[src/verilog/rv_params.svh]
`ifndef RV_PARAMS_SVH
`define RV_PARAMS_SVH

// first fetch address after reset.
`define RV_RESET_PC 32'h0000_0000

// the only CSR that holds state.
`define RV_CSR_MSCRATCH 12'h340

// architectural integer registers, x0 included.
`define RV_NUM_REGS 32

`endif

[src/verilog/rv_pkg.sv]
package rv_pkg;

    typedef logic [31:0] word_t;
    typedef logic [4:0]  reg_addr_t;
    typedef logic [11:0] csr_addr_t;

    typedef enum logic [6:0] {
        OPC_LW    = 7'b0000011,
        OPC_SW    = 7'b0100011,
        OPC_RTYPE = 7'b0110011,
        OPC_ITYPE = 7'b0010011,
        OPC_JAL   = 7'b1101111,
        OPC_BEQ   = 7'b1100011,
        OPC_JALR  = 7'b1100111,
        OPC_AUIPC = 7'b0010111,
        OPC_LUI   = 7'b0110111,
        OPC_CSR   = 7'b1110011
    } opcode_t;

    typedef enum logic [1:0] {
        ALU_ADD   = 2'b00,
        ALU_SUB   = 2'b01,
        ALU_FUNCT = 2'b10
    } alu_op_t;

    typedef enum logic [1:0] {
        SRC_A_PC     = 2'b00,
        SRC_A_REG    = 2'b01,
        SRC_A_OLD_PC = 2'b10,
        SRC_A_ZERO   = 2'b11
    } src_a_t;

    typedef enum logic [1:0] {
        SRC_B_REG  = 2'b00,
        SRC_B_FOUR = 2'b01,
        SRC_B_IMM  = 2'b10
    } src_b_t;

    typedef enum logic [1:0] {
        WB_ALU_OUT  = 2'b00,
        WB_MEM_DATA = 2'b01,
        WB_CSR_OLD  = 2'b10
    } wb_sel_t;

    typedef enum logic [3:0] {
        ST_FETCH      = 4'b0000,
        ST_DECODE     = 4'b0001,
        ST_MEMADR     = 4'b0010,
        ST_MEMREAD    = 4'b0011,
        ST_MEMWB      = 4'b0100,
        ST_MEMWRITE   = 4'b0101,
        ST_EXECUTER   = 4'b0110,
        ST_ALUWB      = 4'b0111,
        ST_EXECUTEI   = 4'b1000,
        ST_JAL        = 4'b1001,
        ST_BEQ        = 4'b1010,
        ST_JALR       = 4'b1011,
        ST_AUIPC      = 4'b1100,
        ST_LUI        = 4'b1101,
        ST_JALR_PC    = 4'b1110,
        ST_EXECUTECSR = 4'b1111
    } ctrl_state_t;

    typedef struct packed {
        logic    lord;
        logic    pc_write;
        logic    ir_write;
        logic    pc_source;
        logic    reg_write;
        logic    mem_read;
        logic    mem_write;
        logic    is_immediate;
        logic    pc_write_cond;
        logic    csr_write;
        alu_op_t alu_op;
        src_a_t  src_a;
        src_b_t  src_b;
        wb_sel_t wb_sel;
    } ctrl_t;

endpackage

[src/verilog/alu.sv]
`timescale 1ns/1ps

module alu import rv_pkg::*; (
    input  word_t      a,
    input  word_t      b,
    input  alu_op_t    alu_op,
    input  logic       is_immediate,
    input  logic [2:0] funct3,
    input  logic       funct7_5,
    output word_t      result,
    output logic       zero
);

    typedef enum logic [2:0] {
        FN_ADD,
        FN_SUB,
        FN_AND,
        FN_OR,
        FN_XOR,
        FN_SLT,
        FN_SLL,
        FN_SRL
    } alu_fn_t;

    alu_fn_t fn;

    always_comb begin
        fn = FN_ADD;
        case (alu_op)
            ALU_ADD: fn = FN_ADD;
            ALU_SUB: fn = FN_SUB;
            default: begin
                case (funct3)
                    // immediates have no subtract, so bit 30 only counts for R-type.
                    3'b000:  fn = (!is_immediate && funct7_5) ? FN_SUB : FN_ADD;
                    3'b001:  fn = FN_SLL;
                    3'b010:  fn = FN_SLT;
                    3'b100:  fn = FN_XOR;
                    3'b101:  fn = FN_SRL;
                    3'b110:  fn = FN_OR;
                    3'b111:  fn = FN_AND;
                    default: fn = FN_ADD;
                endcase
            end
        endcase
    end

    always_comb begin
        case (fn)
            FN_SUB:  result = a - b;
            FN_AND:  result = a & b;
            FN_OR:   result = a | b;
            FN_XOR:  result = a ^ b;
            FN_SLT:  result = {31'b0, $signed(a) < $signed(b)};
            FN_SLL:  result = a << b[4:0];
            FN_SRL:  result = a >> b[4:0];
            default: result = a + b;
        endcase
    end

    assign zero = (result == '0);

endmodule

[src/verilog/imm_gen.sv]
`timescale 1ns/1ps

module imm_gen import rv_pkg::*; (
    input  word_t instr,
    output word_t imm
);

    opcode_t opcode;

    assign opcode = opcode_t'(instr[6:0]);

    always_comb begin
        case (opcode)
            OPC_SW: begin
                imm = {{20{instr[31]}}, instr[31:25], instr[11:7]};
            end
            OPC_BEQ: begin
                imm = {{19{instr[31]}}, instr[31], instr[7], instr[30:25],
                       instr[11:8], 1'b0};
            end
            OPC_LUI, OPC_AUIPC: begin
                imm = {instr[31:12], 12'b0};
            end
            OPC_JAL: begin
                imm = {{11{instr[31]}}, instr[31], instr[19:12], instr[20],
                       instr[30:21], 1'b0};
            end
            default: begin
                // loads, jalr, ALU immediates and anything else use the I format.
                imm = {{20{instr[31]}}, instr[31:20]};
            end
        endcase
    end

endmodule

[src/verilog/register_file.sv]
`timescale 1ns/1ps

`include "rv_params.svh"

module register_file import rv_pkg::*; (
    input  logic      clk,
    input  reg_addr_t rs1,
    input  reg_addr_t rs2,
    input  reg_addr_t rd,
    input  word_t     wdata,
    input  logic      write_en,
    output word_t     rdata1,
    output word_t     rdata2
);

    word_t regs [0:`RV_NUM_REGS-1];

    // x0 is never written, so its entry is masked on the read side.
    assign rdata1 = (rs1 == '0) ? '0 : regs[rs1];
    assign rdata2 = (rs2 == '0) ? '0 : regs[rs2];

    always_ff @(posedge clk) begin
        if (write_en && (rd != '0)) begin
            regs[rd] <= wdata;
        end
    end

endmodule

[src/verilog/csr_unit.sv]
`timescale 1ns/1ps

`include "rv_params.svh"

module csr_unit import rv_pkg::*; (
    input  logic      clk,
    input  logic      reset,
    input  logic      write_en,
    input  csr_addr_t addr,
    input  word_t     wdata,
    output word_t     old_value
);

    word_t mscratch;
    logic  hit;

    assign hit = (addr == `RV_CSR_MSCRATCH);

    // unimplemented CSRs read as zero.
    assign old_value = hit ? mscratch : '0;

    always_ff @(posedge clk) begin
        if (reset) begin
            mscratch <= '0;
        end else if (write_en && hit) begin
            mscratch <= wdata;
        end
    end

endmodule

[src/verilog/control_unit.sv]
`timescale 1ns/1ps

module control_unit import rv_pkg::*; (
    input  logic    clk,
    input  logic    reset,
    input  opcode_t opcode,
    output ctrl_t   ctrl
);

    ctrl_state_t state;
    ctrl_state_t next_state;

    always_ff @(posedge clk) begin
        if (reset) begin
            state <= ST_FETCH;
        end else begin
            state <= next_state;
        end
    end

    always_comb begin
        next_state = ST_FETCH;
        case (state)
            ST_FETCH: begin
                next_state = ST_DECODE;
            end
            ST_DECODE: begin
                // an opcode outside the supported set falls back to fetch.
                case (opcode)
                    OPC_LW:    next_state = ST_MEMADR;
                    OPC_SW:    next_state = ST_MEMADR;
                    OPC_RTYPE: next_state = ST_EXECUTER;
                    OPC_ITYPE: next_state = ST_EXECUTEI;
                    OPC_JAL:   next_state = ST_JAL;
                    OPC_BEQ:   next_state = ST_BEQ;
                    OPC_AUIPC: next_state = ST_AUIPC;
                    OPC_LUI:   next_state = ST_LUI;
                    OPC_JALR:  next_state = ST_JALR_PC;
                    OPC_CSR:   next_state = ST_EXECUTECSR;
                    default:   next_state = ST_FETCH;
                endcase
            end
            ST_MEMADR: begin
                if (opcode == OPC_LW) begin
                    next_state = ST_MEMREAD;
                end else begin
                    next_state = ST_MEMWRITE;
                end
            end
            ST_MEMREAD:    next_state = ST_MEMWB;
            ST_MEMWB:      next_state = ST_FETCH;
            ST_MEMWRITE:   next_state = ST_FETCH;
            ST_EXECUTER:   next_state = ST_ALUWB;
            ST_EXECUTEI:   next_state = ST_ALUWB;
            ST_ALUWB:      next_state = ST_FETCH;
            ST_JAL:        next_state = ST_ALUWB;
            ST_BEQ:        next_state = ST_FETCH;
            ST_JALR_PC:    next_state = ST_JALR;
            ST_JALR:       next_state = ST_ALUWB;
            ST_AUIPC:      next_state = ST_ALUWB;
            ST_LUI:        next_state = ST_ALUWB;
            ST_EXECUTECSR: next_state = ST_FETCH;
            default:       next_state = ST_FETCH;
        endcase
    end

    always_comb begin
        ctrl        = '0;
        ctrl.alu_op = ALU_ADD;
        ctrl.src_a  = SRC_A_PC;
        ctrl.src_b  = SRC_B_REG;
        ctrl.wb_sel = WB_ALU_OUT;

        case (state)
            ST_FETCH: begin
                ctrl.mem_read = 1'b1;
                ctrl.ir_write = 1'b1;
                ctrl.src_b    = SRC_B_FOUR;
                ctrl.pc_write = 1'b1;
            end
            ST_DECODE: begin
                // branch and jump target is formed here, before the opcode is known.
                ctrl.src_a = SRC_A_OLD_PC;
                ctrl.src_b = SRC_B_IMM;
            end
            ST_MEMADR: begin
                ctrl.src_a = SRC_A_REG;
                ctrl.src_b = SRC_B_IMM;
            end
            ST_MEMREAD: begin
                ctrl.mem_read = 1'b1;
                ctrl.lord     = 1'b1;
            end
            ST_MEMWB: begin
                ctrl.reg_write = 1'b1;
                ctrl.wb_sel    = WB_MEM_DATA;
            end
            ST_MEMWRITE: begin
                ctrl.mem_write = 1'b1;
                ctrl.lord      = 1'b1;
            end
            ST_EXECUTER: begin
                ctrl.src_a  = SRC_A_REG;
                ctrl.alu_op = ALU_FUNCT;
            end
            ST_EXECUTEI: begin
                ctrl.src_a        = SRC_A_REG;
                ctrl.src_b        = SRC_B_IMM;
                ctrl.alu_op       = ALU_FUNCT;
                ctrl.is_immediate = 1'b1;
            end
            ST_ALUWB: begin
                ctrl.reg_write = 1'b1;
            end
            ST_JAL: begin
                // the link value is computed while the PC takes the stored target.
                ctrl.src_a     = SRC_A_OLD_PC;
                ctrl.src_b     = SRC_B_FOUR;
                ctrl.pc_write  = 1'b1;
                ctrl.pc_source = 1'b1;
            end
            ST_BEQ: begin
                ctrl.src_a         = SRC_A_REG;
                ctrl.alu_op        = ALU_SUB;
                ctrl.pc_write_cond = 1'b1;
                ctrl.pc_source     = 1'b1;
            end
            ST_JALR_PC: begin
                ctrl.src_a = SRC_A_REG;
                ctrl.src_b = SRC_B_IMM;
            end
            ST_JALR: begin
                ctrl.src_a     = SRC_A_OLD_PC;
                ctrl.src_b     = SRC_B_FOUR;
                ctrl.pc_write  = 1'b1;
                ctrl.pc_source = 1'b1;
            end
            ST_AUIPC: begin
                ctrl.src_a = SRC_A_OLD_PC;
                ctrl.src_b = SRC_B_IMM;
            end
            ST_LUI: begin
                ctrl.src_a = SRC_A_ZERO;
                ctrl.src_b = SRC_B_IMM;
            end
            ST_EXECUTECSR: begin
                ctrl.reg_write = 1'b1;
                ctrl.wb_sel    = WB_CSR_OLD;
                ctrl.csr_write = 1'b1;
            end
            default: begin
            end
        endcase
    end

endmodule

[src/verilog/rv_multicycle_core.sv]
`timescale 1ns/1ps

`include "rv_params.svh"

module rv_multicycle_core import rv_pkg::*; (
    input  logic  clk,
    input  logic  reset,
    output word_t mem_addr,
    output word_t mem_wdata,
    input  word_t mem_rdata,
    output logic  mem_read,
    output logic  mem_write
);

    ctrl_t   ctrl;
    opcode_t opcode;

    word_t pc;
    word_t ir;
    word_t old_pc;
    word_t mdr;
    word_t reg_a;
    word_t reg_b;
    word_t alu_out;

    word_t imm;
    word_t src_a_val;
    word_t src_b_val;
    word_t alu_result;
    word_t rdata1;
    word_t rdata2;
    word_t csr_old;
    word_t wb_data;
    word_t pc_next;
    logic  alu_zero;
    logic  pc_en;

    assign opcode = opcode_t'(ir[6:0]);

    control_unit u_control (
        .clk    (clk),
        .reset  (reset),
        .opcode (opcode),
        .ctrl   (ctrl)
    );

    imm_gen u_imm_gen (
        .instr (ir),
        .imm   (imm)
    );

    always_comb begin
        case (ctrl.src_a)
            SRC_A_REG:    src_a_val = reg_a;
            SRC_A_OLD_PC: src_a_val = old_pc;
            SRC_A_ZERO:   src_a_val = '0;
            default:      src_a_val = pc;
        endcase
    end

    always_comb begin
        case (ctrl.src_b)
            SRC_B_FOUR: src_b_val = 32'd4;
            SRC_B_IMM:  src_b_val = imm;
            default:    src_b_val = reg_b;
        endcase
    end

    alu u_alu (
        .a            (src_a_val),
        .b            (src_b_val),
        .alu_op       (ctrl.alu_op),
        .is_immediate (ctrl.is_immediate),
        .funct3       (ir[14:12]),
        .funct7_5     (ir[30]),
        .result       (alu_result),
        .zero         (alu_zero)
    );

    always_comb begin
        case (ctrl.wb_sel)
            WB_MEM_DATA: wb_data = mdr;
            WB_CSR_OLD:  wb_data = csr_old;
            default:     wb_data = alu_out;
        endcase
    end

    register_file u_regs (
        .clk      (clk),
        .rs1      (ir[19:15]),
        .rs2      (ir[24:20]),
        .rd       (ir[11:7]),
        .wdata    (wb_data),
        .write_en (ctrl.reg_write),
        .rdata1   (rdata1),
        .rdata2   (rdata2)
    );

    csr_unit u_csr (
        .clk       (clk),
        .reset     (reset),
        .write_en  (ctrl.csr_write),
        .addr      (ir[31:20]),
        .wdata     (reg_a),
        .old_value (csr_old)
    );

    // stored targets are always even except for jalr, whose low bit must be dropped.
    assign pc_next = ctrl.pc_source ? {alu_out[31:1], 1'b0} : alu_result;
    assign pc_en   = ctrl.pc_write | (ctrl.pc_write_cond & alu_zero);

    always_ff @(posedge clk) begin
        if (reset) begin
            pc <= `RV_RESET_PC;
        end else if (pc_en) begin
            pc <= pc_next;
        end
    end

    always_ff @(posedge clk) begin
        if (ctrl.ir_write) begin
            ir     <= mem_rdata;
            old_pc <= pc;
        end
        if (ctrl.mem_read && ctrl.lord) begin
            mdr <= mem_rdata;
        end
        reg_a   <= rdata1;
        reg_b   <= rdata2;
        alu_out <= alu_result;
    end

    assign mem_addr  = ctrl.lord ? alu_out : pc;
    assign mem_wdata = reg_b;
    assign mem_read  = ctrl.mem_read;
    assign mem_write = ctrl.mem_write;

endmodule

[config.mk]
export PLATFORM = sky130hd
export DESIGN_NAME = rv_multicycle_core
export DESIGN_NICKNAME = d
export VERILOG_FILES = /design/src/verilog/rv_pkg.sv /design/src/verilog/alu.sv /design/src/verilog/imm_gen.sv /design/src/verilog/register_file.sv /design/src/verilog/csr_unit.sv /design/src/verilog/control_unit.sv /design/src/verilog/rv_multicycle_core.sv
export VERILOG_INCLUDE_DIRS = /design/src /design/src/verilog
export SDC_FILE = /design/constraint.sdc
export NUM_CORES = 2
export LEC_CHECK = 0
export BUFFER_PORTS_ARGS = -buffer_cell sky130_fd_sc_hd__buf_2
export CORE_MARGIN = 5
export CORE_UTILIZATION = 40
export CTS_CLUSTER_SIZE = 16
export DETAILED_ROUTE_END_ITERATION = 7
export GPL_TIMING_DRIVEN = 0
export SLEW_MARGIN = 5
export SYNTH_ARGS = -nofsm -noshare
export SYNTH_HDL_FRONTEND = slang
export SYNTH_HIERARCHICAL = 1
export SYNTH_SLANG_ARGS = --single-unit
[constraint.sdc]
create_clock -name clk -period 6.9 [get_ports clk]
set_input_delay 1.035 -clock clk [delete_from_list [all_inputs] [get_ports clk]]
set_output_delay 1.035 -clock clk [all_outputs]
set_load 0.02 [all_outputs]
## Yosys cells after proc, flatten, opt, wreduce, memory -nomap -nowiden

Memory sizes are Yosys's and may differ from the RTL's. A register that Yosys moved wholly into a read port is not among the register bits.
Cells that the tools add are included.

| word-level totals | value |
|---|---|
| bits in registers | 196 |
| bits in latches | 0 |
| bits in writable memories | 1024 |
| ROM bits | 0 |
| word-level logic and storage cells | 120 |
| memories | 1 |

| operators by class | value |
|---|---|
| $add $sub $neg | 2 |
| $mul | 0 |
| divide/modulo/power cells | 0 |
| magnitude comparators | 1 |
| equality and inequality tests | 47 |
| shifts and indexed selects | 2 |
| multiplexer cells | 30 |
| bitwise gates (word level) | 5 |
| reductions and logical operators | 25 |

Memory list:

| memory | depth | width | rd ports | clocked after memory_dff | wr ports | RTL line | source |
|---|---|---|---|---|---|---|---|
| u_regs.regs | 32 | 32 | 2 | 2 | 1 | register_file.sv:16 | `` word_t regs [0:`RV_NUM_REGS-1]; `` |

Operators by type and width:

| cell | count |
|---|---|
| $pmux 32 s7 | 1 |
| $pmux 32 s2 | 2 |
| $pmux 31 s4 | 1 |
| $mux 32 | 3 |
| $pmux 32 s3 | 1 |
| $pmux 4 s9 | 1 |
| $add 32x32->32 | 1 |
| $and 32x32->32 | 1 |
| $eq 4x4->1 const B | 8 |
| $logic_not 32->1 | 1 |
| $lt 32x32->1 | 1 |
| $or 32x32->32 | 1 |
| $shl 32x5->32 | 1 |
| $shr 32x5->32 | 1 |
| $sub 32x32->32 | 1 |
| $xor 32x32->32 | 1 |
| $eq 7x7->1 const B | 4 |
| $pmux 4 s7 | 1 |
| $eq 3x3->1 const B | 8 |
| $eq 7x6->1 const B | 3 |
| $pmux 3 s7 | 1 |
| $eq 4x3->1 const B | 4 |
| $eq 7x5->1 const B | 2 |
| $mux 1 | 13 |
| other kinds (26) | 50 |

## Logic depth before layout (Yosys ltp)

| logic depth | value |
|---|---|
| word-level depth | 12 |
| gate-level depth with buffers | 32 |
| gate-level depth less buffers | 23 |

## Hierarchy

Netlist, hierarchy kept.

Modules (own cells, without submodules):

| module | times used | cells each | area each (um2) | sequential area each (um2) |
|---|---|---|---|---|
| register_file | 1 | 2564 | 47929.7 | 30749.5 |
| alu | 1 | 1419 | 9882.0 | 0.0 |
| rv_multicycle_core | 1 | 613 | 8338.0 | 5445.2 |
| csr_unit | 1 | 179 | 1695.4 | 640.6 |
| control_unit | 1 | 93 | 623.1 | 80.1 |
| imm_gen | 1 | 50 | 392.9 | 0.0 |

## Least setup slack after synthesis

Ideal clock, no wire load.

| path | value |
|---|---|
| path type | reg2reg |
| from | reg u_control.state[3] |
| to | reg pc[22] |
| library setup time | 0.095 ns |
| arrival time | 7.404 ns |
| required time | 6.805 ns |
| path slack | -0.600 ns |
| stages on the path, launching flop included | 30 |
| period minus slack after synthesis | 7.500 ns |
| path through | dfxtp_1 > clkbuf_1 > or3_1 > a21oi_1 > inv_1 > ha_1 > buf_2 > clkbuf_1 > o21ai_0 > buf_2 > inv_1 > clkbuf_1 > clkbuf_1 > clkbuf_1 > clkbuf_1 > ha_1 > nor2b_1 > a2111oi_2 > or3_1 > a21oi_1 > nor4_1 > o2111ai_1 > or4_1 > or4b_1 > or4_1 > nor4_2 > and4b_1 > nand2_1 > clkbuf_1 > a221oi_1 |

RTL lines:

| element | RTL line | source |
|---|---|---|
| start, declared | control_unit.sv:10 | `ctrl_state_t state;` |
| start signal, assigned | control_unit.sv:17 | `state <= next_state;` |
| end signal, assigned | rv_multicycle_core.sv:114 | `` pc <= `RV_RESET_PC; `` |
| end signal, assigned | rv_multicycle_core.sv:116 | `pc <= pc_next;` |
| end, declared | rv_multicycle_core.sv:18 | `word_t pc;` |

==> impl_results.md <==
- Max-cap violations: 3
- Fraction of layout instances using a drive strength above 1: 27.0%
- H-tree depth: 4
- Initial DRC count: about 7,400
- Worst slew pin tran: roughly 1.6 ns
- Critical Path AT: around 7.6 ns
- Die Width: about 420 microns
- Worst vdd ir: roughly 0.00022 V
- Hold path depth: 1
- Worst R2R Start: u_control/state[3]$_SDFF_PP0_
- Synth-to-layout area growth: 18.4%
- Total gr overflow: 0
- Worst Hold Class: primary input to flip-flop
- Cts bufs inserted: roughly 130
- Post-placement cell count: 7,446
- Reg2reg end: pc[30]$_SDFFE_PP0P_
- Hold EP: mdr[24]$_DFFE_PP_
- Failing checks: design-rule violations, max-capacitance violations, max-slew violations, negative setup slack
- Reg2reg path depth: 28
- CTS Buffer Depth: 3
- Avg WL per Cell: about 39 microns
- Clk slew on worst S/H paths: around 0.06 ns
- First-pass GRT wire length: about 410 mm
- CP Launch Type: flip-flop
- Global-route usage over all layers: between 30 and 40%
- DR pass1 iterations: 8
- Worst Path Required: about 7.6 ns
- Status: complete, but fails checks
- Initial Utilization: roughly 40%
- RePlAce Congestion: ~0.98
- Post-synth ARST share: 0%
- RSZ-0062 raised after global routing: yes
- Synthesized area: about 0.07 sq mm
- Critical Path End Type: flip-flop
- R2R Setup Slk: -0.04 ns
- Hold_sp: mem_rdata[24]
- Final setup viols: 25
- Vias: ~53,000
- CTS sink count: 1,284
- Vias per inst: ~6.8
- Overall routed net length: ~300 mm
- Core ar.: 0.171 sq mm
- Leak: between 20 and 30 nW
- Number of nets in the layout: 5,499
- Library cells used by synthesis: between 100 and 150
- Vias in the first global route: between 50,000 and 60,000
- Worst skew pair latency: a little under 0.8 ns
- Post-route ant nets: 0
- Rel. slew slack: -7.36%
- Die Area: between 0.15 and 0.2 sq mm
- CP peak stage delay: 0.51 ns
- Ports: 100
- Final Cycle Share: 101%
- CP Class: flip-flop to flip-flop
- Fin. Hold Viols: 0
- #FFs+latches synth: 1,284
- Worst hold margin: around 0.44 ns
- Power per cell area: roughly 320 mW/mm^2
- Ys Warns: 6
- Initial antenna violation count: 16
- Final Util: between 40% and 50%
- Final design area excluding fillers: around 0.08 sq mm
- Placement-stage worst setup slack: -3.28 ns
- Max Freq: ~0.14 GHz
- Post-synthesis sequential area ratio: between 50 and 60%
- Pin count of the biggest net entering global routing: 33
- Slew Limit Fails: 31
- Placed cell areas: 0.0745 sq mm
- CTS tree: yes
- Cell with the largest stage delay on the worst path: o2bb2ai_2
- Die H: roughly 420 microns
- Crit Path Max Fanout: 10
- Setup ws final: -0.0397 ns
- Clk root buf: clkbuf_16
- Syn avg cell area: between 10 and 15 sq um
- Synth Flop Type: edfxtp_1
- FP Rows: between 150 and 200
- Gate Count Post-Synth: 4,918
- Hpwl dp: 224 mm
- Layout Cells excl Fill: just under 8,000
- Max Clock Skew: 0.0388 ns
- Post-layout min period: 6.94 ns
- DR DRC count: 2
- Input/output buffers: between 90 and 100
- Post-synth EDFFs: around 1,100
[metal layers]
metal / part of all wire (%) / GRT usage [%]
met4: 9.1 / 23.4
met2: 46 / 53.2
met3: 11 / 8.55
met1: 33 / 37.8
met5: 0.046 / 0
[area by class of cell]
type / count / area [sq um]
Inverter: 117 / 460
Sequential cell: 1284 / 36900
Antenna cell: 6 / 15.0
Buffer: 407 / 2650
Tap cell: 2310 / 2890
Clock buffer: 166 / 3610
Timing Repair Buffer: 291 / 2990
Fill cell: 15000 / 89800
Clock inverter: 73 / 823
Multi-Input combinational cell: 3130 / 31200
[Yosys cell counts, types with 13 or more instances]
cell type,n,area (sq um)
a211oi_1,99,743
a21o_1,46,345
a21oi_1,143,716
a221oi_1,90,788
a221oi_2,20,300
a22o_1,36,315
a22oi_1,117,878
a311oi_1,38,333
a31oi_1,16,100
and2_1,47,294
buf_1,20,75.1
buf_2,90,450
buf_4,66,495
buf_6,22,248
clkbuf_1,214,803
dfxtp_1,164,3280
edfxtp_1,1120,33600
ha_1,101,1260
inv_1,114,428
mux2_2,121,1360
mux2i_1,474,4740
mux4_1,57,1500
mux4_2,342,7700
nand2_1,246,923
nand2b_1,86,538
nand3_1,39,195
nand4_1,54,338
nor2_1,213,800
nor2b_1,72,450
nor3_1,37,185
o2111ai_1,20,175
o211ai_1,20,150
o21ai_0,166,831
o221ai_1,71,622
o22ai_1,16,100
o2bb2ai_1,40,350
o31ai_1,16,120
or3_1,13,81.3
xnor2_1,14,123
[worst max-delay path: cells and delay by family (launching register included)]
family,cells,cell delay (ns)
DFF,1,0.36
buffers and inverters,9,1.89
muxes,1,0.12
and+or+nand+nor,8,2.08
adders and majority gates,1,0.33
AOI/OAI and AO/OA,9,2.03
[per-stage QoR]
stage / total power [mW] / TNS, ns
2_1_floorplan: 14.4 / 0
3_3_place_gp: 17.5 / -151.84
3_5_place_dp: 17.8 / -119.98
4_1_cts: 25.6 / 0
5_1_grt: 26.8 / -2.80
6_report: 26.1 / -0.339
[flip-flops by register name, indices dropped and copies added, names as in the netlist]
register and flops:
u_csr/mscratch 32, old_pc 32, reg_a 32, mem_wdata 32
mdr 32, alu_out 32, u_regs/regs 1024, ir 32
pc 32, u_control/state 4
[layout by cell type, fill, tap and decap left out, drive strengths merged, types with 32 or more instances in the layout]
master / count
nand2: 246
a221oi: 110
dfxtp: 164
o2bb2ai: 40
a21o: 46
conb: 32
nor3: 38
nor2b: 72
nand4: 54
and2: 47
nand2b: 86
o21ai: 172
nor2: 217
edfxtp: 1120
ha: 101
inv: 119
a21oi: 144
a22o: 36
a211oi: 99
nand3: 39
a311oi: 38
mux2: 122
o221ai: 71
buf: 493
a22oi: 117
mux4: 399
mux2i: 474
clkbuf: 370
clkinv: 51
[worst max-delay path by stage]
stage / cells past startpoint / from / to / slack [ns]
CTS: 25 / u_control/state[2]$_SDFF_PP0_ / pc[0]$_SDFFE_PP0P_ / 0.004
global placement: 31 / u_control/state[0]$_SDFF_PP0_ / pc[24]$_SDFFE_PP0P_ / -3.30
finish: 28 / u_control/state[3]$_SDFF_PP0_ / pc[30]$_SDFFE_PP0P_ / -0.04
global route: 28 / u_control/state[3]$_SDFF_PP0_ / pc[2]$_SDFFE_PP0P_ / -0.14
detailed placement: 31 / u_control/state[0]$_SDFF_PP0_ / pc[30]$_SDFFE_PP0P_ / -3.28
floorplan: 29 / u_control/state[3]$_SDFF_PP0_ / pc[22]$_SDFFE_PP0P_ / 0.006
[cells by family (layout without fill, tap and decap cells)]
group / count (synthesis) / in the layout / synth area share [%]
AND/OR/NAND/NOR: 910 / 910 / 6.75
AO/OA/AOI/OAI: 1074 / 1074 / 11.5
adder cells (fa/ha/maj): 103 / 103 / 1.89
multiplexers: 995 / 995 / 22.3
XOR/XNOR: 16 / 16 / 0.204
flip-flops: 1284 / 1284 / 53.6
other: 1 / 38 / 0.00545
buffers and inverters: 535 / 1054 / 3.76
[report_power, final]
group          total (mW)  switching (mW)  internal (mW)  leakage (nW)
clock                7.37            3.09           4.29          2.15
combinational        8.68            5.75           2.93          14.4
sequential           10.1           0.384           9.69          11.6
[what timing repair did]
action	4_1_cts	5_1_grt
gates cloned	2	0
pin swaps	43	36
gates resized for setup	323	124
buffers inserted	57	45
hold buffers	0	0
setup endpoints to repair	55	32
No activity file was read; power rests on OpenSTA's default activity.
